### config.mk
export PLATFORM = sky130hd
export DESIGN_NAME = output_port_lookup
export DESIGN_NICKNAME = d
export VERILOG_FILES = /design/src/udp_pkt_pkg.sv /design/src/udp_reg_pkg.sv /design/src/output_port_lookup.sv
export VERILOG_INCLUDE_DIRS = /design/src
export SDC_FILE = /design/constraint.sdc
export NUM_CORES = 1
export LEC_CHECK = 0
export ABC_AREA = 1
export BUFFER_PORTS_ARGS = -buffer_cell sky130_fd_sc_hd__buf_4
export CELL_PAD_IN_SITES_DETAIL_PLACEMENT = 0
export CELL_PAD_IN_SITES_GLOBAL_PLACEMENT = 1
export CORE_UTILIZATION = 38
export CTS_CLUSTER_SIZE = 24
export DETAILED_ROUTE_END_ITERATION = 7
export PLACE_DENSITY_LB_ADDON = 0.1
export SETUP_SLACK_MARGIN = 0.3
export SLEW_MARGIN = 10
export SYNTH_ARGS = -nofsm -noshare
export SYNTH_HDL_FRONTEND = slang
export SYNTH_SLANG_ARGS = --single-unit
### constraint.sdc
create_clock -name clk -period 9.42 [get_ports clk]
set_clock_uncertainty 0.05 [all_clocks]
set_input_delay 0.942 -clock clk [delete_from_list [all_inputs] [get_ports clk]]
set_output_delay 0.942 -clock clk [all_outputs]
set_load 0.01 [all_outputs]
### src/udp_config.svh
// -----------------------------------------------
// Data path configuration
// Stream widths, port count, queue depth and the
// register map shared by all data path blocks
// -----------------------------------------------
`ifndef UDP_CONFIG_SVH
`define UDP_CONFIG_SVH

// Stream bus
`define UDP_DATA_WIDTH 64
`define UDP_CTRL_WIDTH 8

// Control value of the module header word
`define UDP_CTRL_HDR 8'hff

// Ports and queues
`define UDP_NUM_PORTS 4
`define UDP_OQ_DEPTH 16

// Register ring
`define UDP_REG_ADDR_WIDTH 8
`define UDP_REG_DATA_WIDTH 32

// Register map
`define UDP_REG_DEFAULT_PORT 8'h00
`define UDP_REG_NUM_PKTS 8'h01
`define UDP_REG_OQ_PKTS_BASE 8'h10

// Read data when no stage claims the address
`define UDP_REG_NO_REPLY 32'hdead_beef

`endif

### src/udp_pkt_pkg.sv
// -----------------------------------------------
// Packet stream types
// Module header layout, the two decodings of a
// header word, and the beat of every stream link
// -----------------------------------------------
`include "udp_config.svh"

package udp_pkt_pkg;

   // Module header, first word of every packet
   typedef struct packed {
      logic [7:0]  dst_ports;
      logic [7:0]  src_port;
      // Words in the packet, header word included
      logic [15:0] word_len;
      logic [31:0] reserved;
   } pkt_hdr_t;

   // Same 64 bits as raw payload or as a header
   typedef union packed {
      logic [`UDP_DATA_WIDTH-1:0] raw;
      pkt_hdr_t                   hdr;
   } pkt_word_u;

   // One word on a stream link
   typedef struct packed {
      pkt_word_u                  data;
      logic [`UDP_CTRL_WIDTH-1:0] ctrl;
   } pkt_beat_t;

   // -----------------------------------------------
   // Control byte decode
   // -----------------------------------------------
   function automatic logic is_hdr(input logic [`UDP_CTRL_WIDTH-1:0] ctrl);
      return ctrl == `UDP_CTRL_HDR;
   endfunction

   // Last word has any nonzero control except the header mark
   function automatic logic is_eop(input logic [`UDP_CTRL_WIDTH-1:0] ctrl);
      return (ctrl != '0) && (ctrl != `UDP_CTRL_HDR);
   endfunction

endpackage

### src/udp_reg_pkg.sv
// -----------------------------------------------
// Register ring types
// Request word passed from stage to stage and the
// request held by the host
// -----------------------------------------------
`include "udp_config.svh"

package udp_reg_pkg;

   // One hop of the ring
   typedef struct packed {
      logic                           valid;
      // 1 means read
      logic                           rd_wr_n;
      logic [`UDP_REG_ADDR_WIDTH-1:0] addr;
      logic [`UDP_REG_DATA_WIDTH-1:0] data;
      // Set by the stage that owns addr
      logic                           ack;
   } reg_req_t;

   // Host side request
   typedef struct packed {
      logic [`UDP_REG_ADDR_WIDTH-1:0] addr;
      logic                           rd_wr_n;
      logic [`UDP_REG_DATA_WIDTH-1:0] wr_data;
   } reg_host_req_t;

endpackage

### src/output_port_lookup.sv
// -----------------------------------------------
// Output port lookup
// One-beat pipeline stage that fills an empty
// destination with the default port, counts
// packets, and serves its registers on the ring
// -----------------------------------------------
`include "udp_config.svh"

module output_port_lookup
   import udp_pkt_pkg::*, udp_reg_pkg::*;
(
   input  logic      clk,
   input  logic      reset,
   input  pkt_beat_t arb_beat,
   input  logic      arb_valid,
   output logic      arb_ready,
   output pkt_beat_t lut_beat,
   output logic      lut_valid,
   input  logic      lut_ready,
   input  reg_req_t  ring_in,
   output reg_req_t  ring_out
);

   logic [7:0]                     default_port;
   logic [`UDP_REG_DATA_WIDTH-1:0] num_pkts;
   pkt_word_u                      word;
   logic                           hdr_in;
   logic                           xfer;

   assign arb_ready = arb_valid && (!lut_valid || lut_ready);
   assign xfer      = arb_valid && arb_ready;
   assign hdr_in    = is_hdr(arb_beat.ctrl);

   always_comb
   begin
      word = arb_beat.data;
      if (hdr_in && word.hdr.dst_ports == '0)
         word.hdr.dst_ports = default_port;
   end

   always_ff @(posedge clk)
   begin
      if (reset)
         lut_valid <= 1'b0;
      else if (xfer)
         lut_valid <= 1'b1;
      else if (lut_ready)
         lut_valid <= 1'b0;
   end

   always_ff @(posedge clk)
   begin
      if (xfer)
      begin
         lut_beat.data <= word;
         lut_beat.ctrl <= arb_beat.ctrl;
      end
   end

   // -----------------------------------------------
   // Registers and ring stage
   // -----------------------------------------------
   always_ff @(posedge clk)
   begin
      if (reset)
      begin
         default_port <= 8'h01;
         num_pkts     <= '0;
         ring_out     <= '0;
      end
      else
      begin
         if (xfer && hdr_in)
            num_pkts <= num_pkts + 1'b1;
         ring_out <= ring_in;
         if (ring_in.valid)
         begin
            case (ring_in.addr)
               `UDP_REG_DEFAULT_PORT:
               begin
                  ring_out.ack <= 1'b1;
                  if (ring_in.rd_wr_n)
                     ring_out.data <= 32'(default_port);
                  else
                     default_port <= ring_in.data[7:0];
               end
               `UDP_REG_NUM_PKTS:
               begin
                  ring_out.ack <= 1'b1;
                  if (ring_in.rd_wr_n)
                     ring_out.data <= num_pkts;
               end
            endcase
         end
      end
   end

endmodule

==> impl_metrics.ini <==
[clock_tree]
htreeDepth = 4
cts_buffers = 17
cts.repair.resized = 0
cts_tree = yes
post-cts-setup-buffers = 0
cts_buffer_depth = 2
clk_pin_slew_worst_paths_ns = 0.06
cts_hold_buffers = 0
cts_sinks = 156
clock-root-buffer = clkbuf_16
insertion_delay_ns = 0.42

[layout]
areaGrowthSynthToFinish_pct = 42.0
num-nets-final = 1003
layout.cells.non_filler = 1107
diodes = 0
drive_gt1_share_pct = 32.6

[logic_synthesis]
syn_area_per_cell_um2 = 9.43
synthesis.area_um2 = 6060
yosys-top-cells-area = edfxtp_1 36%, dfxtp_1 28%, nand2_1 10%
synthTopCellsByCount = 169 x nand2_1, 84 x dfxtp_1, 72 x edfxtp_1
synth_cells = 643
synthAdderAreaFrac_pct = 0.206
synth_cell_types = 31
synth_top_area_cell = edfxtp_1
yosys.area.top_type_share_pct = 35.7
synth_compound_area_share_pct = 5.65
yosys_most_used_dff = dfxtp_1
yosys.area_share.xor_xnor_pct = 0.433
synth_edf_count = 72
yosys.area_share.simple_pct = 24.5
yosysSeqAreaShare_pct = 63.4
synth_warnings = 0
synth_mux_area_share_pct = 0
synth_top_family_by_area = simple AND/OR/NAND/NOR gates
synth_async_sr_flop_share_pct = 0
synth_seq_cells = 156
synth.most_common_cell = nand2_1
synthesis.nets = 763

[detailed_routing]
vias = 5182
ant_nets = 0
viasPerCell = 4.68
first_pass_iters = 5
drt-total-wl_um = 17600
drt_first_iter_violations = 330
wl_per_cell_um = 15.9
drc = 0

[pwr]
power_density_nw_per_um2 = 181
p_seq_share_pct = 47.9
swShare_pct = 22.7
switchingPower_mw = 0.354
power.total_mw = 1.56
power_frac_comb_pct = 8.5
peakVddDrop_v = 0.000123
power_leakage_nw = 3.69
pwr-share-clk_pct = 43.6
internal-power_mw = 1.21

[critical_path]
path_cells = buf_4, inv_1, a21oi_4, buf_4, buf_4
critPathLaunchType = input pin
worstSetupEndpointType = output pin
critPathArrivalTime_ns = 2.15
crit_slowest_cell = buf_4
critPathRequiredTime_ns = 8.43
path_class = in2out
path_max_fanout = 74
critPathMaxStageDelay_ns = 0.70
cpMostUsedCell = buf_4

[global_route]
grt_max_degree = 75
grt_pass1_wl_um = 26700
grt_overflow = 0
grt_pass1_vias = 4978
grt_antenna_before_repair = 0
grtUsageTotal_pct = 21.6

[floorplan]
fp.coreArea_um2 = 15400
die_h_um = 128
rows = 45
die_area_um2 = 16500
die-width_um = 128
start_util_pct = 39.4
num_io_pins = 236

[timing]
timing.final.crit_share_pct = 33.4
hold_violations = 0
worst_pin_slew_ns = 1.03
drv_slew = 0
slew_headroom_pct = 30.9
rsz0062_at_grt = false
period_needed_ns = 3.14
timing.final.ws_setup_ns = 6.28
max_freq_mhz = 318
setup_tns_ns = 0
setup_violations = 0

[placed_design]
post-dp-hpwl_um = 13300
dp_cells = 1075
portBuffers = 235
pre_cts_slack_ns = 6.20
gp_congestion = 0.828

[hold_path]
hp-class = reg2reg

[status]
status = completed

[flow_run]
maxCapViolations = 0
==> cells by family (layout without fill, tap and decap cells) <==
family                     count (synthesis)  count (layout)
AOI/OAI and AO/OA                         65              65
xor gates and xnor gates                   3               3
adders and majority gates                  1               1
buffers and inverters                     86             339
DFF                                      156             156
and+or+nand+nor                          332             332
==> layout make-up <==
cell class | count | area, um2
multi-input cells | 401 | 1870
repair buffers | 236 | 1770
clock inverters | 14 | 159
clock buffers | 18 | 429
well taps | 211 | 264
flip-flops and latches | 156 | 3840
inverters | 71 | 267
fillers | 1407 | 6760
==> per-layer routing <==
| layer | GRT usage (%) | wire length, um | share of wire, % | vias up |
|---|---|---|---|---|
| met5 | 0 | 0 | 0 | - |
| met4 | 5.88 | 134 | 0.76 | 0 |
| met3 | 6.30 | 1250 | 7.1 | 8 |
| met2 | 36.9 | 8930 | 51 | 159 |
| met1 | 26.6 | 7240 | 41 | 2418 |
| li1 | - | - | - | 2597 |
==> cell usage in the layout, fill, tap and decap left out, types with 2 or more instances in the layout <==
cell,n
o22ai_1,3
xnor2_1,2
nand2_2,3
clkinv_1,2
nand3_2,3
clkinv_4,2
bufinv_16,2
nor3_1,6
dfxtp_1,84
nand2_1,169
inv_1,70
nor2_4,5
nor2_1,69
clkinvlp_4,2
o21ai_0,13
nor3_2,5
edfxtp_1,72
inv_6,4
buf_4,236
nor2_2,7
nand4_1,16
nand3_1,46
inv_8,2
a21oi_1,45
clkbuf_16,17
==> metrics by stage <==
step                utilization (%)  hold WS, ns  instance area [um2]
floorplan                         -        0.408                 6060
global placement               52.2        0.433                 8020
detailed placement             52.2        0.438                 8020
CTS                            56.0        0.448                 8610
global route                   56.0        0.477                 8610
finish                         56.0        0.447                 8610
==> power groups by stage <==
stage | Combinational (mW) | Sequential (mW) | Clock [mW]
detailed placement | 0.134 | 0.764 | 0
floorplan | 0.0259 | 0.780 | 0
finish | 0.132 | 0.749 | 0.681
CTS | 0.134 | 0.749 | 0.696
global placement | 0.132 | 0.764 | 0
global route | 0.142 | 0.751 | 0.727
==> final timing paths <==
kind / startpoint / to / slack [ns] / depth (start not counted)
worst max-delay path: lut_ready / arb_ready / 6.28 / 5
worst min-delay path: num_pkts[31] / ring_out[32] / 0.45 / 2
worst max register to register: lut_valid / num_pkts[30] / 6.91 / 7
worst min register to register: num_pkts[31] / ring_out[32] / 0.45 / 2
==> critical path: cells and delay by family <==
family          cells  cell delay (ns)
buf+inv             4             1.09
compound gates      1             0.11
==> state kept, by name, summed over array words and instances, names as in the netlist <==
signal,count
lut_beat,72
ring_out,43
num_pkts,32
default_port,8
lut_valid,1
No activity file was read; power rests on OpenSTA's default activity.
