## src/udp_config.svh

```systemverilog
// -----------------------------------------------
// Data path configuration
// Stream widths, port count, queue depth and the
// register map shared by all data path blocks
// -----------------------------------------------
`ifndef UDP_CONFIG_SVH
`define UDP_CONFIG_SVH

// Stream bus
`define UDP_DATA_WIDTH 64
`define UDP_CTRL_WIDTH 8

// Control value of the module header word
`define UDP_CTRL_HDR 8'hff

// Ports and queues
`define UDP_NUM_PORTS 4
`define UDP_OQ_DEPTH 16

// Register ring
`define UDP_REG_ADDR_WIDTH 8
`define UDP_REG_DATA_WIDTH 32

// Register map
`define UDP_REG_DEFAULT_PORT 8'h00
`define UDP_REG_NUM_PKTS 8'h01
`define UDP_REG_OQ_PKTS_BASE 8'h10

// Read data when no stage claims the address
`define UDP_REG_NO_REPLY 32'hdead_beef

`endif

```

## src/udp_pkt_pkg.sv

```systemverilog
// -----------------------------------------------
// Packet stream types
// Module header layout, the two decodings of a
// header word, and the beat of every stream link
// -----------------------------------------------
`include "udp_config.svh"

package udp_pkt_pkg;

   // Module header, first word of every packet
   typedef struct packed {
      logic [7:0]  dst_ports;
      logic [7:0]  src_port;
      // Words in the packet, header word included
      logic [15:0] word_len;
      logic [31:0] reserved;
   } pkt_hdr_t;

   // Same 64 bits as raw payload or as a header
   typedef union packed {
      logic [`UDP_DATA_WIDTH-1:0] raw;
      pkt_hdr_t                   hdr;
   } pkt_word_u;

   // One word on a stream link
   typedef struct packed {
      pkt_word_u                  data;
      logic [`UDP_CTRL_WIDTH-1:0] ctrl;
   } pkt_beat_t;

   // -----------------------------------------------
   // Control byte decode
   // -----------------------------------------------
   function automatic logic is_hdr(input logic [`UDP_CTRL_WIDTH-1:0] ctrl);
      return ctrl == `UDP_CTRL_HDR;
   endfunction

   // Last word has any nonzero control except the header mark
   function automatic logic is_eop(input logic [`UDP_CTRL_WIDTH-1:0] ctrl);
      return (ctrl != '0) && (ctrl != `UDP_CTRL_HDR);
   endfunction

endpackage

```

## src/udp_reg_pkg.sv

```systemverilog
// -----------------------------------------------
// Register ring types
// Request word passed from stage to stage and the
// request held by the host
// -----------------------------------------------
`include "udp_config.svh"

package udp_reg_pkg;

   // One hop of the ring
   typedef struct packed {
      logic                           valid;
      // 1 means read
      logic                           rd_wr_n;
      logic [`UDP_REG_ADDR_WIDTH-1:0] addr;
      logic [`UDP_REG_DATA_WIDTH-1:0] data;
      // Set by the stage that owns addr
      logic                           ack;
   } reg_req_t;

   // Host side request
   typedef struct packed {
      logic [`UDP_REG_ADDR_WIDTH-1:0] addr;
      logic                           rd_wr_n;
      logic [`UDP_REG_DATA_WIDTH-1:0] wr_data;
   } reg_host_req_t;

endpackage

```

## src/output_queues.sv

```systemverilog
// -----------------------------------------------
// Output queues
// Per-port FIFOs fed from one stream; a packet is
// copied to every port in its one-hot destination
// once all of them have room for it. Counts sent
// packets per port for the register ring
// -----------------------------------------------
`include "udp_config.svh"

module output_queues
   import udp_pkt_pkg::*, udp_reg_pkg::*;
(
   input  logic                      clk,
   input  logic                      reset,
   input  pkt_beat_t                 lut_beat,
   input  logic                      lut_valid,
   output logic                      lut_ready,
   output pkt_beat_t                 out_beat [`UDP_NUM_PORTS],
   output logic [`UDP_NUM_PORTS-1:0] out_valid,
   input  logic [`UDP_NUM_PORTS-1:0] out_ready,
   input  reg_req_t                  ring_in,
   output reg_req_t                  ring_out
);

   localparam int AW = $clog2(`UDP_OQ_DEPTH);
   localparam int PW = $clog2(`UDP_NUM_PORTS);

   logic [`UDP_NUM_PORTS-1:0]      room;
   logic [`UDP_NUM_PORTS-1:0]      hdr_dst;
   logic [`UDP_NUM_PORTS-1:0]      pkt_mask;
   logic [`UDP_NUM_PORTS-1:0]      wr_en;
   logic                           in_pkt;
   logic                           hdr_beat;
   logic                           start;
   logic                           xfer;
   logic [`UDP_REG_DATA_WIDTH-1:0] oq_pkts [`UDP_NUM_PORTS];
   logic                           reg_hit;
   logic [PW-1:0]                  reg_sel;

   assign hdr_dst  = lut_beat.data.hdr.dst_ports[`UDP_NUM_PORTS-1:0];
   assign hdr_beat = is_hdr(lut_beat.ctrl);
   assign start    = !in_pkt && lut_valid && hdr_beat;

   // Header waits until every destination can take the whole packet
   assign lut_ready = in_pkt || (lut_valid && (!hdr_beat || &(room | ~hdr_dst)));
   assign xfer      = lut_valid && lut_ready;

   always_comb
   begin
      wr_en = '0;
      if (xfer && in_pkt)
         wr_en = pkt_mask;
      else if (xfer && start)
         wr_en = hdr_dst;
   end

   always_ff @(posedge clk)
   begin
      if (reset)
      begin
         in_pkt   <= 1'b0;
         pkt_mask <= '0;
      end
      else if (xfer && start)
      begin
         in_pkt   <= 1'b1;
         pkt_mask <= hdr_dst;
      end
      else if (xfer && is_eop(lut_beat.ctrl))
         in_pkt <= 1'b0;
   end

   // -----------------------------------------------
   // Per-port FIFO with registered output
   // -----------------------------------------------
   for (genvar i = 0; i < `UDP_NUM_PORTS; i++)
   begin : g_fifo
      pkt_beat_t                      mem [`UDP_OQ_DEPTH];
      logic [AW:0]                    wr_ptr;
      logic [AW:0]                    rd_ptr;
      logic [AW:0]                    count;
      logic [15:0]                    free_words;
      logic                           pop;
      logic                           valid_q;
      pkt_beat_t                      beat_q;
      logic [`UDP_REG_DATA_WIDTH-1:0] pkt_cnt;

      assign count      = wr_ptr - rd_ptr;
      assign free_words = 16'(`UDP_OQ_DEPTH) - 16'(count);
      assign room[i]    = free_words >= lut_beat.data.hdr.word_len;
      assign pop        = (count != '0) && (!valid_q || out_ready[i]);

      always_ff @(posedge clk)
      begin
         if (wr_en[i])
            mem[wr_ptr[AW-1:0]] <= lut_beat;
         if (pop)
            beat_q <= mem[rd_ptr[AW-1:0]];
      end

      always_ff @(posedge clk)
      begin
         if (reset)
         begin
            wr_ptr  <= '0;
            rd_ptr  <= '0;
            valid_q <= 1'b0;
            pkt_cnt <= '0;
         end
         else
         begin
            if (wr_en[i])
               wr_ptr <= wr_ptr + 1'b1;
            if (pop)
            begin
               rd_ptr  <= rd_ptr + 1'b1;
               valid_q <= 1'b1;
            end
            else if (out_ready[i])
               valid_q <= 1'b0;
            if (valid_q && out_ready[i] && is_eop(beat_q.ctrl))
               pkt_cnt <= pkt_cnt + 1'b1;
         end
      end

      assign out_valid[i] = valid_q;
      assign out_beat[i]  = beat_q;
      assign oq_pkts[i]   = pkt_cnt;

      a_no_overflow: assert property (@(posedge clk) disable iff (reset)
         wr_en[i] |-> (count < `UDP_OQ_DEPTH));
   end

   // Sent-packet counters on the ring
   assign reg_hit = (ring_in.addr >= `UDP_REG_OQ_PKTS_BASE) &&
                    (ring_in.addr < `UDP_REG_OQ_PKTS_BASE + `UDP_NUM_PORTS);
   assign reg_sel = PW'(ring_in.addr - `UDP_REG_OQ_PKTS_BASE);

   always_ff @(posedge clk)
   begin
      if (reset)
         ring_out <= '0;
      else
      begin
         ring_out <= ring_in;
         if (ring_in.valid && reg_hit)
         begin
            ring_out.ack <= 1'b1;
            if (ring_in.rd_wr_n)
               ring_out.data <= oq_pkts[reg_sel];
         end
      end
   end

endmodule

```

## config.mk

```make
export PLATFORM = sky130hd
export DESIGN_NAME = output_queues
export DESIGN_NICKNAME = d
export VERILOG_FILES = /design/src/udp_pkt_pkg.sv /design/src/udp_reg_pkg.sv /design/src/output_queues.sv
export VERILOG_INCLUDE_DIRS = /design/src
export SDC_FILE = /design/constraint.sdc
export NUM_CORES = 2
export LEC_CHECK = 0
export ABC_AREA = 1
export BUFFER_PORTS_ARGS = -buffer_cell sky130_fd_sc_hd__clkbuf_2
export CAP_MARGIN = 25
export CORE_ASPECT_RATIO = 2
export CORE_UTILIZATION = 40
export DETAILED_ROUTE_END_ITERATION = 8
export HOLD_SLACK_MARGIN = 0.06
export PLACE_DENSITY_LB_ADDON = 0.12
export SYNTH_ARGS = -nofsm -noshare
export SYNTH_HDL_FRONTEND = slang
export SYNTH_MEMORY_MAX_BITS = 65536
export SYNTH_SLANG_ARGS = --single-unit
```

## constraint.sdc

```tcl
create_clock -name clk -period 9.6 [get_ports clk]
set_input_delay 1.92 -clock clk [delete_from_list [all_inputs] [get_ports clk]]
set_output_delay 1.92 -clock clk [all_outputs]
set_load 0.005 [all_outputs]
```

==> reports/metrics.csv <==
metric,value,unit
initial antenna violation count,62,
crit-path cells,inv_8 -> ha_1 -> nand2_1 -> o21ai_0 -> xor2_1 -> o31ai_1 -> inv_1 -> ha_1 -> nand2_1 -> inv_1 -> o21ai_0 -> nand4_1 -> nor2_1 -> nand2_1 -> a221o_2 -> clkbuf_2,
die width,501,µm
routed length per instance,28.5,µm
Crit path largest cell delay,0.69,ns
ys flop type,edfxtp_1,
Tot GR Track Use,24.6,%
post-route cell area,224000,µm²
RSZ-0062 raised after global routing,false,
vias in the first global route,124000,
WS Path Type,register to primary output,
clock buffer depth,4,
min Tclk post-route,7.65,ns
Max Cap Viol,0,
fin crit share,79.6,%
worst slew pin tran,1.27,ns
max_slew headroom,15.6,%
CTS resizes,0,
# port buffers,457,
final setup TNS,0,ns
Post-synth EDFFs,4896,
Synth Register Bits,5116,
Slowest cell on crit path,dfxtp_4,
post-synthesis sequential area ratio,76.1,%
post-layout util,45.1,%
Post-CTS Setup Bufs,0,
die area,500000,µm²
synthesized cell area,199000,µm²
gr ovfl total,0,
HP Class,register to register,
DP Worst Slack,2.94,ns
"FFs w/ async S/R, synth",0,%
top post-synthesis cells by area,"edfxtp_1, o21ai_0, nor2_1",
Routability Congestion,0.859,
CTS hold repair buffers,0,
clk_lat worst skew,1.01,ns
Leak Pwr,0.0710,µW
Max Slew Vio Count,0,
DRT antenna net count,0,
share of post-route cells with drive strength above 1,9.90,%
CP max FO,79,
Power Dens Cells,244,nW/µm²
Final Hold Fails,0,
DRT Wirelength,630,mm
Post-DP HPWL,365,mm
CP Capture Type,primary output,
vias per cell,5.66,
worst vdd rail ir drop,0.171,mV
Crit path required time,7.68,ns
CP arrival,5.73,ns
status,completed,
CTS sink cnt,5116,
number of synthesis warnings,0,
post-synthesis cell count,14900,
CP dominant cell by count,nand2_1,
CTS tree,yes,
vias,125000,
Startpoint Class,register,
fin worst setup slack,1.95,ns
# DRC,0,
Nets,15300,
first-pass GRT wire length,892,mm
Final Power,54600,µW
Area Growth Syn to Fin,12.4,%
synth unique cells,50,
FF/Latch Area,151000,µm²
core area,496000,µm²
largest net degree at the start of global routing,231,
dpl cell area,209000,µm²
Num CTS Buffers,453,
H-tree Lvls,5,
first-pass iteration count of the detailed router,6,
Mapped Avg Cell Area,13.4,µm²
largest area contributor in the netlist,edfxtp_1,
clock skew,0.0503,ns
area of the multi-input gates,43000,µm²
clk root buf,clkbuf_16,
Final setup violation count,0,
fillers,44500,
Synthesized Nets,15100,
Ports,458,
CTS clock-pin slew for the worst setup and hold paths,0.07,ns
initial drt markers,10900,
area fraction of the dominant cell type after synthesis,73.9,%
row count,366,
max frequency,131,MHz
Die H,999,µm
initial core utilization,40.1,%
## routing by layer
layer	vias to the layer above	part of all wire [%]	routed length, µm	global-route usage, %
met4	12	4.4	27600	10.1
li1	56000	-	-	-
met1	64600	39	243000	29.6
met2	3626	52	329000	44.6
met5	-	0.013	81	0
met3	858	4.8	29900	2.54
## final timing paths
check	startpoint	end	slack [ns]	cells past startpoint
worst min-delay path	pkt_mask[1]$_SDFFE_PP0N_	pkt_mask[1]$_SDFFE_PP0N_	0.46	2
worst max register to register	g_fifo[1].rd_ptr[1]$_SDFFE_PP0P_	g_fifo[0].mem[15][56]$_DFFE_PP_	3.20	20
worst max-delay path	g_fifo[1].rd_ptr[1]$_SDFFE_PP0P_	lut_ready	1.95	16
worst min register to register	pkt_mask[1]$_SDFFE_PP0N_	pkt_mask[1]$_SDFFE_PP0N_	0.46	2
## cells in the final DEF (no fill, tap or decap), types with 9 or more instances in the layout
cell        netlist  final
ha_1            112    112
bufinv_16         0     39
clkbuf_1        860     99
a31oi_1          38     38
dfxtp_4           0     12
xor2_1           61     61
nor3_1          125     65
nor3_2           10     70
nor2_1         2499   2491
edfxtp_1       4896   4896
dfxtp_1         220    208
clkinv_2          1     72
clkbuf_16         0    460
xnor2_1          23     23
clkinv_1          1    109
buf_4            10    307
buf_12            0     38
diode_2           0     16
o221ai_1        465    465
o211ai_1        116    116
inv_1           264    253
inv_4             3      9
inv_6             0     14
inv_2            14     13
o22ai_1         687    687
nand4_1          59     59
nor4_1           25     25
o21ai_0        2471   2471
nor2_4            1     10
clkinvlp_4        0     19
clkbuf_2          0    384
nand3_1         526    526
buf_2            69     16
nand2_1         959    959
a21oi_1         202    198
nor3b_1          19     19
## cell families (layout without fill, tap and decap cells)
group / after synthesis / count (layout) / share of synthesized area (%)
AO/OA/AOI/OAI: 3998 / 3998 / 11.6
XOR/XNOR: 84 / 84 / 0.370
adder cells (fa/ha/maj): 116 / 116 / 0.745
buffers and inverters: 1278 / 1870 / 2.51
flip-flops: 5116 / 5116 / 76.1
other: 0 / 16 / 0
AND/OR/NAND/NOR: 4263 / 4263 / 8.71
## layout make-up
type	count	area share, %
antenna	16	0.0179
clock buffer	567	5.36
clock inverter	273	1.13
inverter	283	0.527
multi-input combinational	8461	19.2
sequential	5116	67.8
tap	6624	3.71
timing repair buffer	747	2.28
## Yosys cell counts, types with 23 or more instances
| cell | count |
|---|---|
| nor4_1 | 25 |
| nand2_1 | 959 |
| buf_1 | 48 |
| o21ai_0 | 2471 |
| o211ai_1 | 116 |
| ha_1 | 112 |
| dfxtp_1 | 220 |
| nor3_1 | 125 |
| nor2_1 | 2499 |
| a31oi_1 | 38 |
| buf_2 | 69 |
| o22ai_1 | 687 |
| o221ai_1 | 465 |
| nand3_1 | 526 |
| a21oi_1 | 202 |
| inv_1 | 264 |
| xnor2_1 | 23 |
| edfxtp_1 | 4896 |
| clkbuf_1 | 860 |
| nand4_1 | 59 |
| xor2_1 | 61 |
## critical path: cells and delay by family (launching register included)
kind / cells / cell delay (ns)
buf+inv: 4 / 0.92
simple gates: 5 / 0.79
flops: 1 / 0.69
xor+xnor: 1 / 0.52
compound gates: 4 / 1.03
fa+ha+maj: 2 / 0.73
## report_power, final
group          switching, µW  internal [µW]
clock                   8380           9920
combinational           7400           2820
sequential               727          25400
## flip-flops by register name (all words and copies together), names as in the netlist, 4 cells and up
register and cells:
pkt_mask 4, out_beat 288, g_fifo.rd_ptr 20, g_fifo.valid_q 4, g_fifo.pkt_cnt 128, g_fifo.wr_ptr 20, ring_out 43, g_fifo.mem 4608
## per-stage QoR
step | hold slack, ns | std cells
global route | 0.482 | 22100
finish | 0.463 | 22100
global placement | 0.445 | 21200
floorplan | 0.436 | 14900
CTS | 0.459 | 22100
detailed placement | 0.449 | 21200
Power figures use the tool's default switching activity.
