`config.mk`:
```
export PLATFORM = sky130hd
export DESIGN_NAME = udp_reg_master
export DESIGN_NICKNAME = d
export VERILOG_FILES = /design/src/udp_reg_pkg.sv /design/src/udp_reg_master.sv
export VERILOG_INCLUDE_DIRS = /design/src
export SDC_FILE = /design/constraint.sdc
export NUM_CORES = 1
export LEC_CHECK = 0
export BUFFER_PORTS_ARGS = -buffer_cell sky130_fd_sc_hd__buf_4
export CAP_MARGIN = 20
export CORE_ASPECT_RATIO = 1.25
export CORE_MARGIN = 5
export CORE_UTILIZATION = 46
export CTS_BUF_LIST = sky130_fd_sc_hd__clkbuf_16
export CTS_CLUSTER_SIZE = 14
export DETAILED_ROUTE_END_ITERATION = 16
export GPL_ROUTABILITY_DRIVEN = 0
export PLACE_DENSITY = 0.76
export SLEW_MARGIN = 10
export SYNTH_ARGS = -nofsm -noshare
export SYNTH_HDL_FRONTEND = slang
export SYNTH_SLANG_ARGS = --single-unit
export TNS_END_PERCENT = 5
```
`constraint.sdc`:
```
create_clock -name clk -period 1.7 [get_ports clk]
set_clock_uncertainty 0.15 [all_clocks]
set_input_delay 0.34 -clock clk [delete_from_list [all_inputs] [get_ports clk]]
set_output_delay 0.34 -clock clk [all_outputs]
set_load 0.01 [all_outputs]
```
`src/udp_config.svh`:
```
// -----------------------------------------------
// Data path configuration
// Stream widths, port count, queue depth and the
// register map shared by all data path blocks
// -----------------------------------------------
`ifndef UDP_CONFIG_SVH
`define UDP_CONFIG_SVH

// Stream bus
`define UDP_DATA_WIDTH 64
`define UDP_CTRL_WIDTH 8

// Control value of the module header word
`define UDP_CTRL_HDR 8'hff

// Ports and queues
`define UDP_NUM_PORTS 4
`define UDP_OQ_DEPTH 16

// Register ring
`define UDP_REG_ADDR_WIDTH 8
`define UDP_REG_DATA_WIDTH 32

// Register map
`define UDP_REG_DEFAULT_PORT 8'h00
`define UDP_REG_NUM_PKTS 8'h01
`define UDP_REG_OQ_PKTS_BASE 8'h10

// Read data when no stage claims the address
`define UDP_REG_NO_REPLY 32'hdead_beef

`endif

```
`src/udp_reg_pkg.sv`:
```
// -----------------------------------------------
// Register ring types
// Request word passed from stage to stage and the
// request held by the host
// -----------------------------------------------
`include "udp_config.svh"

package udp_reg_pkg;

   // One hop of the ring
   typedef struct packed {
      logic                           valid;
      // 1 means read
      logic                           rd_wr_n;
      logic [`UDP_REG_ADDR_WIDTH-1:0] addr;
      logic [`UDP_REG_DATA_WIDTH-1:0] data;
      // Set by the stage that owns addr
      logic                           ack;
   } reg_req_t;

   // Host side request
   typedef struct packed {
      logic [`UDP_REG_ADDR_WIDTH-1:0] addr;
      logic                           rd_wr_n;
      logic [`UDP_REG_DATA_WIDTH-1:0] wr_data;
   } reg_host_req_t;

endpackage

```
`src/udp_reg_master.sv`:
```
// -----------------------------------------------
// Register ring master
// Launches one host request onto the ring, waits
// for it to come back, and returns the reply
// -----------------------------------------------
`include "udp_config.svh"

module udp_reg_master
   import udp_reg_pkg::*;
(
   input  logic                           clk,
   input  logic                           reset,
   input  logic                           host_req,
   input  reg_host_req_t                  host_req_data,
   output logic                           host_ack,
   output logic [`UDP_REG_DATA_WIDTH-1:0] host_rd_data,
   output reg_req_t                       ring_out,
   input  reg_req_t                       ring_in
);

   logic     busy;
   // Return stage of the ring
   reg_req_t ring_q;

   always_ff @(posedge clk)
   begin
      if (reset)
      begin
         busy         <= 1'b0;
         host_ack     <= 1'b0;
         host_rd_data <= '0;
         ring_out     <= '0;
         ring_q       <= '0;
      end
      else
      begin
         host_ack       <= 1'b0;
         ring_out.valid <= 1'b0;
         ring_q         <= ring_in;
         // host_ack high means the host has not yet dropped the old request
         if (host_req && !busy && !host_ack)
         begin
            busy             <= 1'b1;
            ring_out.valid   <= 1'b1;
            ring_out.rd_wr_n <= host_req_data.rd_wr_n;
            ring_out.addr    <= host_req_data.addr;
            ring_out.data    <= host_req_data.wr_data;
            ring_out.ack     <= 1'b0;
         end
         if (ring_q.valid)
         begin
            busy     <= 1'b0;
            host_ack <= 1'b1;
            if (ring_q.rd_wr_n && !ring_q.ack)
               host_rd_data <= `UDP_REG_NO_REPLY;
            else
               host_rd_data <= ring_q.data;
         end
      end
   end

   a_ring_owned: assert property (@(posedge clk) disable iff (reset)
      ring_in.valid |-> busy);

endmodule

```
==> reports/results.txt, run 1 <==
Critical path's top delay family = simple AND/OR/NAND/NOR gates
Max stage delay on crit path = 0.42 ns
Initial Utilization = 0.473
Die area = 0.00991 mm²
Share of layout cells above drive strength 1 = 0.329
Largest net degree at the start of global routing = 46
DRT antenna net count = 0
GRT Total Usage = 0.170
Yosys reg bits = 111
Number of flops mapped to enable cells by yosys = 0
Fin. Hold Viols = 0
Die W = 90.0 µm
Setup tns final = 0 ns
Row cnt = 36
Hold-fix buffers, CTS = 0
Initial DRC count = 137
Seq pwr share = 0.520
CTS buffer count = 9
Register area = 0.00222 mm²
Cells after synthesis = 408
Final period utilization = 0.824
Root buffer cell = clkbuf_16
Port buffer count = 153
Sequence of cells on the critical path = or3b_1 -> buf_12 -> nand2_1 -> a21oi_1
Fillers = 643
Fmax = 0.713 GHz
Top cells by area, synth = dfxtp_1 60%, nand2_1 8.4%, a21oi_1 6.8%
Async SR Flop Fraction = 0
Maximum root-to-sink buffer count = 2
Critical Path Fanout Max = 34
Psw = 1.30 mW
Skew-Pair Late Insertion Delay = 0.33 ns
Die Ht = 110 µm
Run status = completed
Synth top cells by count = 111 x dfxtp_1, 82 x nand2_1, 50 x a21oi_1
ANT cells = 0
Number of global-route vias before repair = 3,041
Max-Cap Viols = 0
Routed vias = 3,118
Drt first pass iters = 4
Pins Over Slew Limit = 0
Prevailing post-synth register cell = dfxtp_1
Sequential cell area fraction in the yosys report = 0.603
Worst path slowest cell = or3b_1
Synthesis Warnings = 0
Via density per instance = 4.80
TritonCTS clock tree = done
Tmin final = 1.40 ns
CP bufs+invs = 1
Hold Path Class = input port to register
Setup WS pre-CTS = 0.237 ns
Area of the multi-input gates = 0.00129 mm²
Setup ws final = 0.298 ns
Switching Fraction = 0.240
Gate power share = 0.129
P_leak = 2.27 nW
Clock Sinks = 111
Pwr/cell area = 1050 mW/mm²
NumNets Final = 637
GR Overflow Total = 0
Syn Nets = 495
Most frequent cell after synthesis = dfxtp_1
Worst VDD drop = 747 µV
Worst-path clk slew = 0.07 ns
Core Box Area = 0.00779 mm²
Worst setup EP type = register
CP required = 1.75 ns
Yosys cell types = 18
P&R area growth vs syn = 40.5%
Share of Yosys cell area claimed by the top area cell type = 0.603
Finished Cell Area = 0.00517 mm²
Unrepaired setup endpoints after global routing = false
Crit path DAT = 1.45 ns
Setup crit start kind = register
Syn Area/Cell = 9.03 µm²
H-tree depth = 3
Setup violation total in the final timing report = 0
# resized after CTS = 0
Area after DPL = 0.00490 mm²
Post-DP HPWL = 6.16 mm
DRC errors left = 0
Placed cells = 634
Final wirelength = 8.57 mm
Wirelength per Cell = 13.2 µm
I/O Pins = 163
Synth area leader = dfxtp_1
Internal = 4.12 mW
# Post-CTS Setup Buffers = 0
Clock power share = 0.351
Post-Syn Area = 0.00368 mm²
First-pass GRT wire length = 14.1 mm
Crit Path Class = register to register
Final Non-Filler Cells = 649
Initial antenna violation count = 0
Hold Worst Slack = 0.0646 ns
==> cell usage in the layout (no fill, tap or decap) <==
cell / count
nor3b_4: 1
nand2b_1: 9
clkinv_4: 2
clkinv_2: 2
nor2b_2: 1
nor2b_1: 36
buf_12: 3
dfxtp_2: 1
a21oi_1: 50
inv_1: 1
nand3_1: 8
nand2_1: 82
inv_6: 2
a211oi_1: 24
buf_4: 161
or3b_1: 1
nor3_1: 1
clkbuf_16: 9
nor2_1: 49
dfxtp_1: 110
conb_1: 1
==> metal layers <==
metal	global-route usage	part of all wire	wire, µm
met5	0	0	0
met1	0.198	0.42	3600
met4	0.0404	0.0084	72
met3	0.0774	0.094	807
met2	0.286	0.48	4100
==> final cells by class <==
type,instances,share of cell area
Clock buffer,9,0.0435
Clock inverter,6,0.00871
Inverter,1,0.000726
Multi-Input combinational cell,263,0.249
Sequential cell,111,0.430
Tap cell,95,0.0230
Timing Repair Buffer,164,0.245
==> registers in the layout (all words and copies together) (netlist names) <==
| name | count |
|---|---|
| busy | 1 |
| host_ack | 1 |
| host_rd_data | 32 |
| ring_out | 42 |
| ring_q | 35 |
==> power groups by stage <==
stage / registers (mW) / clock network (mW) / logic, mW
final: 2.82 / 1.90 / 0.698
after global routing: 2.84 / 2.06 / 0.774
after floorplan: 2.92 / 0 / 0.292
after CTS: 2.82 / 1.95 / 0.708
after global placement: 2.88 / 0 / 0.687
after detailed placement: 2.88 / 0 / 0.707
==> metrics by stage <==
| step | util | power, mW |
|---|---|---|
| floorplan | - | 3.21 |
| global placement | 0.629 | 3.56 |
| detailed placement | 0.629 | 3.59 |
| CTS | 0.664 | 5.48 |
| global route | 0.664 | 5.68 |
| finish | 0.664 | 5.42 |
==> cells by family (layout without fill, tap and decap cells) <==
kind of cell           count (synthesis)  count (layout)  share of synthesized area
AOI/OAI and AO/OA                     74              74                      0.117
buffers and inverters                 34             180                     0.0493
DFF                                  111             111                      0.603
other                                  1               1                    0.00102
and+or+nand+nor                      188             188                      0.230
==> worst register-to-register path, stage by stage, from the launching register on <==
cell and delay [ns]:
dfxtp_1 0.35, or3b_1 0.42, buf_12 0.20, nand2_1 0.08, a21oi_1 0.07
==> worst paths after layout <==
path	from	to	slack, ns	cells after the start
max reg2reg	host_ack	ring_out[32]	0.30	4
max	host_ack	ring_out[32]	0.30	4
min	ring_in[11]	ring_q[11]	0.06	2
min reg2reg	ring_out[3]	ring_out[3]	0.31	2
(Power assumes the default switching activity.)
==> inputs of run 2 (changes only) <==
- clock period: 1.7 -> 1.4 ns (I/O delays scaled with it)
==> reports/results.txt, run 2 (synthesized netlist as in run 1, its figures left out) <==
Commonest non-fill, non-tap cells in the layout = 154 x buf_4, 109 x dfxtp_1, 80 x nand2_1, 49 x nor2_1, 38 x a21oi_1
Hold Worst Slack = 0.00439 ns
CTS buffer count = 9
Worst path slowest cell = dfxtp_2
Fin. Hold Viols = 0
Worst VDD drop = 883 µV
Fmax = 0.697 GHz
Clock Sinks = 111
Commonest non-fill, non-tap cell in the layout = buf_4
Critical path's top delay family = buffers and inverters
Largest regs = ring_out (42), ring_q (35), host_rd_data (32)
GRT Total Usage = 0.181
Run status = finished, violations left
Sequence of cells on the critical path = buf_6 -> nor3b_4 -> buf_6 -> clkbuf_16 -> nand2_1 -> a21oi_1
Crit Path Class = register to register
Pins Over Slew Limit = 0
Wirelength per Cell = 14.1 µm
Failing checks = setup timing
Setup crit start kind = register
Placed cells = 632
Initial Utilization = 0.473
Most frequent CP cell = buf_6
Post-DP HPWL = 6.12 mm
Max stage delay on crit path = 0.33 ns
Setup ws final = -0.0341 ns
Register area = 0.00222 mm²
I/O Pins = 163
P&R area growth vs syn = 52.5%
Hold Path Class = input port to register
Largest register FFs = 42
Skew-Pair Late Insertion Delay = 0.34 ns
Pwr/cell area = 1290 mW/mm²
Largest net degree at the start of global routing = 67
Via density per instance = 4.88
Fillers = 559
Final period utilization = 1.02
Die W = 90.0 µm
Port buffer count = 153
Final Non-Filler Cells = 672
Crit path DAT = 1.54 ns
H-tree depth = 3
Initial antenna violation count = 0
Maximum root-to-sink buffer count = 2
Worst setup EP type = register
DRT antenna net count = 0
Worst-path clk slew = 0.07 ns
ANT cells = 0
Drt first pass iters = 4
Unrepaired setup endpoints after global routing = true
Routed vias = 3,279
Post-layout util = 0.721
Final wirelength = 9.46 mm
Largest Register = ring_out
CP required = 1.50 ns
NumNets Final = 659
Area of the multi-input gates = 0.00134 mm²
DRC errors left = 0
TritonCTS clock tree = done
Share of layout cells above drive strength 1 = 0.348
Die Ht = 110 µm
Setup violation total in the final timing report = 3
Initial DRC count = 124
Max-Cap Viols = 0
Number of global-route vias before repair = 3,166
Core Box Area = 0.00779 mm²
Root buffer cell = clkbuf_16
Critical Path Fanout Max = 16
First-pass GRT wire length = 14.8 mm
P_leak = 2.43 nW
Row cnt = 36
CP bufs+invs = 3
Tmin final = 1.43 ns
Die area = 0.00991 mm²
GR Overflow Total = 0
-- run 2: cell types whose count changed in the layout (fill, tap and decap cells not counted), sizes merged --
cell,before,now
clkbuf,9,12
dlygate4sd3,0,19
inv,3,2
clkinvlp,0,1
bufinv,0,3
clkinv,4,2
-- run 2: final timing paths --
check	end	slack (ns)	start	cells past startpoint
worst max-delay path	ring_out[19]	-0.03	host_ack	6
worst min-delay path	ring_q[27]	0.004	ring_in[27]	2
worst max register to register	ring_out[19]	-0.03	host_ack	6
worst min register to register	ring_out[36]	0.31	ring_out[36]	2
-- run 2: area by class of cell --
| type | instances | area share |
|---|---|---|
| tap | 95 | 0.0212 |
| timing repair buffer | 186 | 0.282 |
| inverter | 1 | 0.000668 |
| sequential | 111 | 0.396 |
| clock buffer | 9 | 0.0401 |
| clock inverter | 7 | 0.0214 |
| multi-input combinational | 263 | 0.238 |
-- run 2: per-stage QoR --
| stage | TNS, ns | instance area, µm² | setup slack (ns) | total power [mW] |
|---|---|---|---|---|
| after floorplan | 0 | 3680 | 0.0357 | 3.90 |
| after global placement | 0 | 4930 | 0.0307 | 4.34 |
| after detailed placement | -0.0124 | 4930 | -0.00968 | 4.37 |
| after CTS | 0 | 5460 | 0.0119 | 7.28 |
| after global routing | -1.28 | 5620 | -0.0885 | 7.58 |
| final | -0.0440 | 5620 | -0.0341 | 7.27 |
-- run 2: per-layer routing --
metal	up-vias	part of all wire	GRT usage
met5	-	0	0
met4	0	0.018	0.0755
met3	15	0.088	0.0604
met2	129	0.50	0.312
met1	1490	0.40	0.208
li1	1645	-	-
-- run 2: repair_timing --
item	CTS	global route
hold buffers	19	0
setup buffers	0	2
setup endpoints to repair	0	27
hold endpoints to repair	19	0
gates resized for setup	0	19
-- run 2: power by group --
group          total [mW]  internal (mW)  switching, mW
combinational       0.985          0.543          0.442
clock                2.86           1.75           1.10
sequential           3.43           3.34         0.0842
==> inputs of run 3 (changes only) <==
- PLACE_DENSITY: 0.76 -> 0.78
==> reports/results.txt, run 3 (synthesized netlist as in run 1, its figures left out) <==
Run status = completed
Maximum root-to-sink buffer count = 2
ANT cells = 0
TritonCTS clock tree = done
Hold Path Cell Cnt = 2
Commonest non-fill, non-tap cell in the layout = buf_4
Unrepaired setup endpoints after global routing = true
Initial Utilization = 0.473
CP required = 1.51 ns
Final wirelength = 9.61 mm
Commonest non-fill, non-tap cells in the layout = 158 x buf_4, 108 x dfxtp_1, 81 x nand2_1, 49 x nor2_1, 36 x nor2b_1
Largest regs = ring_out (42), ring_q (35), host_rd_data (32)
Min-Delay Endpoint = ring_q[17]
Tmin final = 1.40 ns
Reg2reg end = ring_out[19]
Max stage delay on crit path = 0.32 ns
Routed vias = 3,329
H-tree depth = 3
Setup WS pre-CTS = -0.0264 ns
Pwr Total = 6.87 mW
CP bufs+invs = 3
Initial antenna violation count = 0
Row cnt = 36
Worst path slowest cell = dfxtp_2
Die area = 0.00991 mm²
Hold Path Class = input port to register
Worst path depth = 6
DRT antenna net count = 0
Setup violation total in the final timing report = 0
Largest register FFs = 42
Root buffer cell = clkbuf_16
Clock Sinks = 111
I/O Pins = 163
Fmax = 0.716 GHz
Drt first pass iters = 4
Fillers = 571
Port buffer count = 153
GRT Total Usage = 0.185
Worst VDD drop = 805 µV
Via density per instance = 4.91
Critical Path Fanout Max = 17
Core Box Area = 0.00779 mm²
FF-to-FF path depth = 6
Number of global-route vias before repair = 3,206
Fin. Hold Viols = 0
Max-Cap Viols = 0
Wirelength per Cell = 14.2 µm
Die W = 90.0 µm
Pins Over Slew Limit = 0
Crit path DAT = 1.51 ns
Setup crit start kind = register
Hold_sp = ring_in[17]
Largest Register = ring_out
Sequence of cells on the critical path = buf_4 -> nor3b_4 -> buf_6 -> clkbuf_16 -> nand2_1 -> a21oi_1
Pwr/cell area = 1220 mW/mm²
Post-layout util = 0.722
Setup ws final = 0.00352 ns
P&R area growth vs syn = 52.7%
Initial DRC count = 127
DRC errors left = 0
Critical path's top delay family = buffers and inverters
First-pass GRT wire length = 14.9 mm
Final period utilization = 0.997
Reg2reg setup slack = 0.004 ns
Worst-path clk slew = 0.07 ns
CTS buffer count = 9
GR Overflow Total = 0
Skew-Pair Late Insertion Delay = 0.33 ns
Die Ht = 110 µm
Post-DP HPWL = 6.31 mm
Crit Path Class = register to register
NumNets Final = 666
Share of layout cells above drive strength 1 = 0.352
P_leak = 2.42 nW
Reg2reg start = host_ack
Area after DPL = 0.00496 mm²
Finished Cell Area = 0.00562 mm²
Worst setup EP type = register
Largest net degree at the start of global routing = 43
-- run 3: cell count changes in the layout (fill, tap and decap cells not counted), moves of 3 or more --
| cell | previous run | this run |
|---|---|---|
| buf_6 | 4 | 1 |
| dlygate4sd3_1 | 19 | 25 |
| a21oi_2 | 12 | 15 |
| a21oi_1 | 38 | 35 |
| buf_4 | 154 | 158 |
-- run 3: where the power goes --
group          leakage, nW  internal [mW]  switching [mW]
sequential           0.917           3.34          0.0902
clock                0.133           1.37            1.07
combinational         1.37          0.550           0.441
-- run 3: final cells by class --
cell class                      instances  area, µm²  share of cell area
Clock buffer                            9        225              0.0400
Clock inverter                          6       62.6              0.0111
Inverter                                1       3.75            0.000667
Multi-Input combinational cell        263       1350               0.240
Sequential cell                       111       2230               0.396
Tap cell                               95        119              0.0211
Timing Repair Buffer                  193       1640               0.291
-- run 3: worst reg2reg max path: cells and delay by family (launching register included) --
kind | cells | cell delay [ns]
buffers and inverters | 3 | 0.46
AO/OA/AOI/OAI | 1 | 0.13
AND/OR/NAND/NOR | 2 | 0.25
flip-flops | 1 | 0.32
-- run 3: how the worst max path moves through the flow --
stage                  start           end  slack [ns]
finish              host_ack  ring_out[19]       0.004
floorplan           host_ack  ring_out[10]        0.04
detailed placement  host_req  ring_out[24]       -0.03
global route        host_ack  ring_out[19]       -0.07
global placement    host_req  ring_out[30]        0.02
CTS                     busy  ring_out[24]       0.004
-- run 3: repair_timing --
action | 4_1_cts | 5_1_grt
setup buffers | 0 | 1
cloned | 0 | 2
resized for setup | 1 | 19
setup endpoints to repair | 1 | 34
pin swaps | 0 | 2
endpoints found under the hold margin | 24 | 1
hold buffers | 24 | 1
-- run 3: per-stage QoR --
stage	std cells	hold WS [ns]	TNS, ns
6_report	678	0.0105	0
5_1_grt	678	0.00667	-1.44
4_1_cts	674	0.000494	0
3_5_place_dp	635	0.297	-0.0282
3_3_place_gp	635	0.293	0
2_1_floorplan	408	0.258	0
-- run 3: layer usage --
layer / vias up / wire, µm / track usage
met3: 12 / 778 / 0.0754
met5: - / 0 / 0
met4: 0 / 123 / 0.0649
met1: 1520 / 3740 / 0.204
li1: 1656 / - / -
met2: 141 / 4960 / 0.325
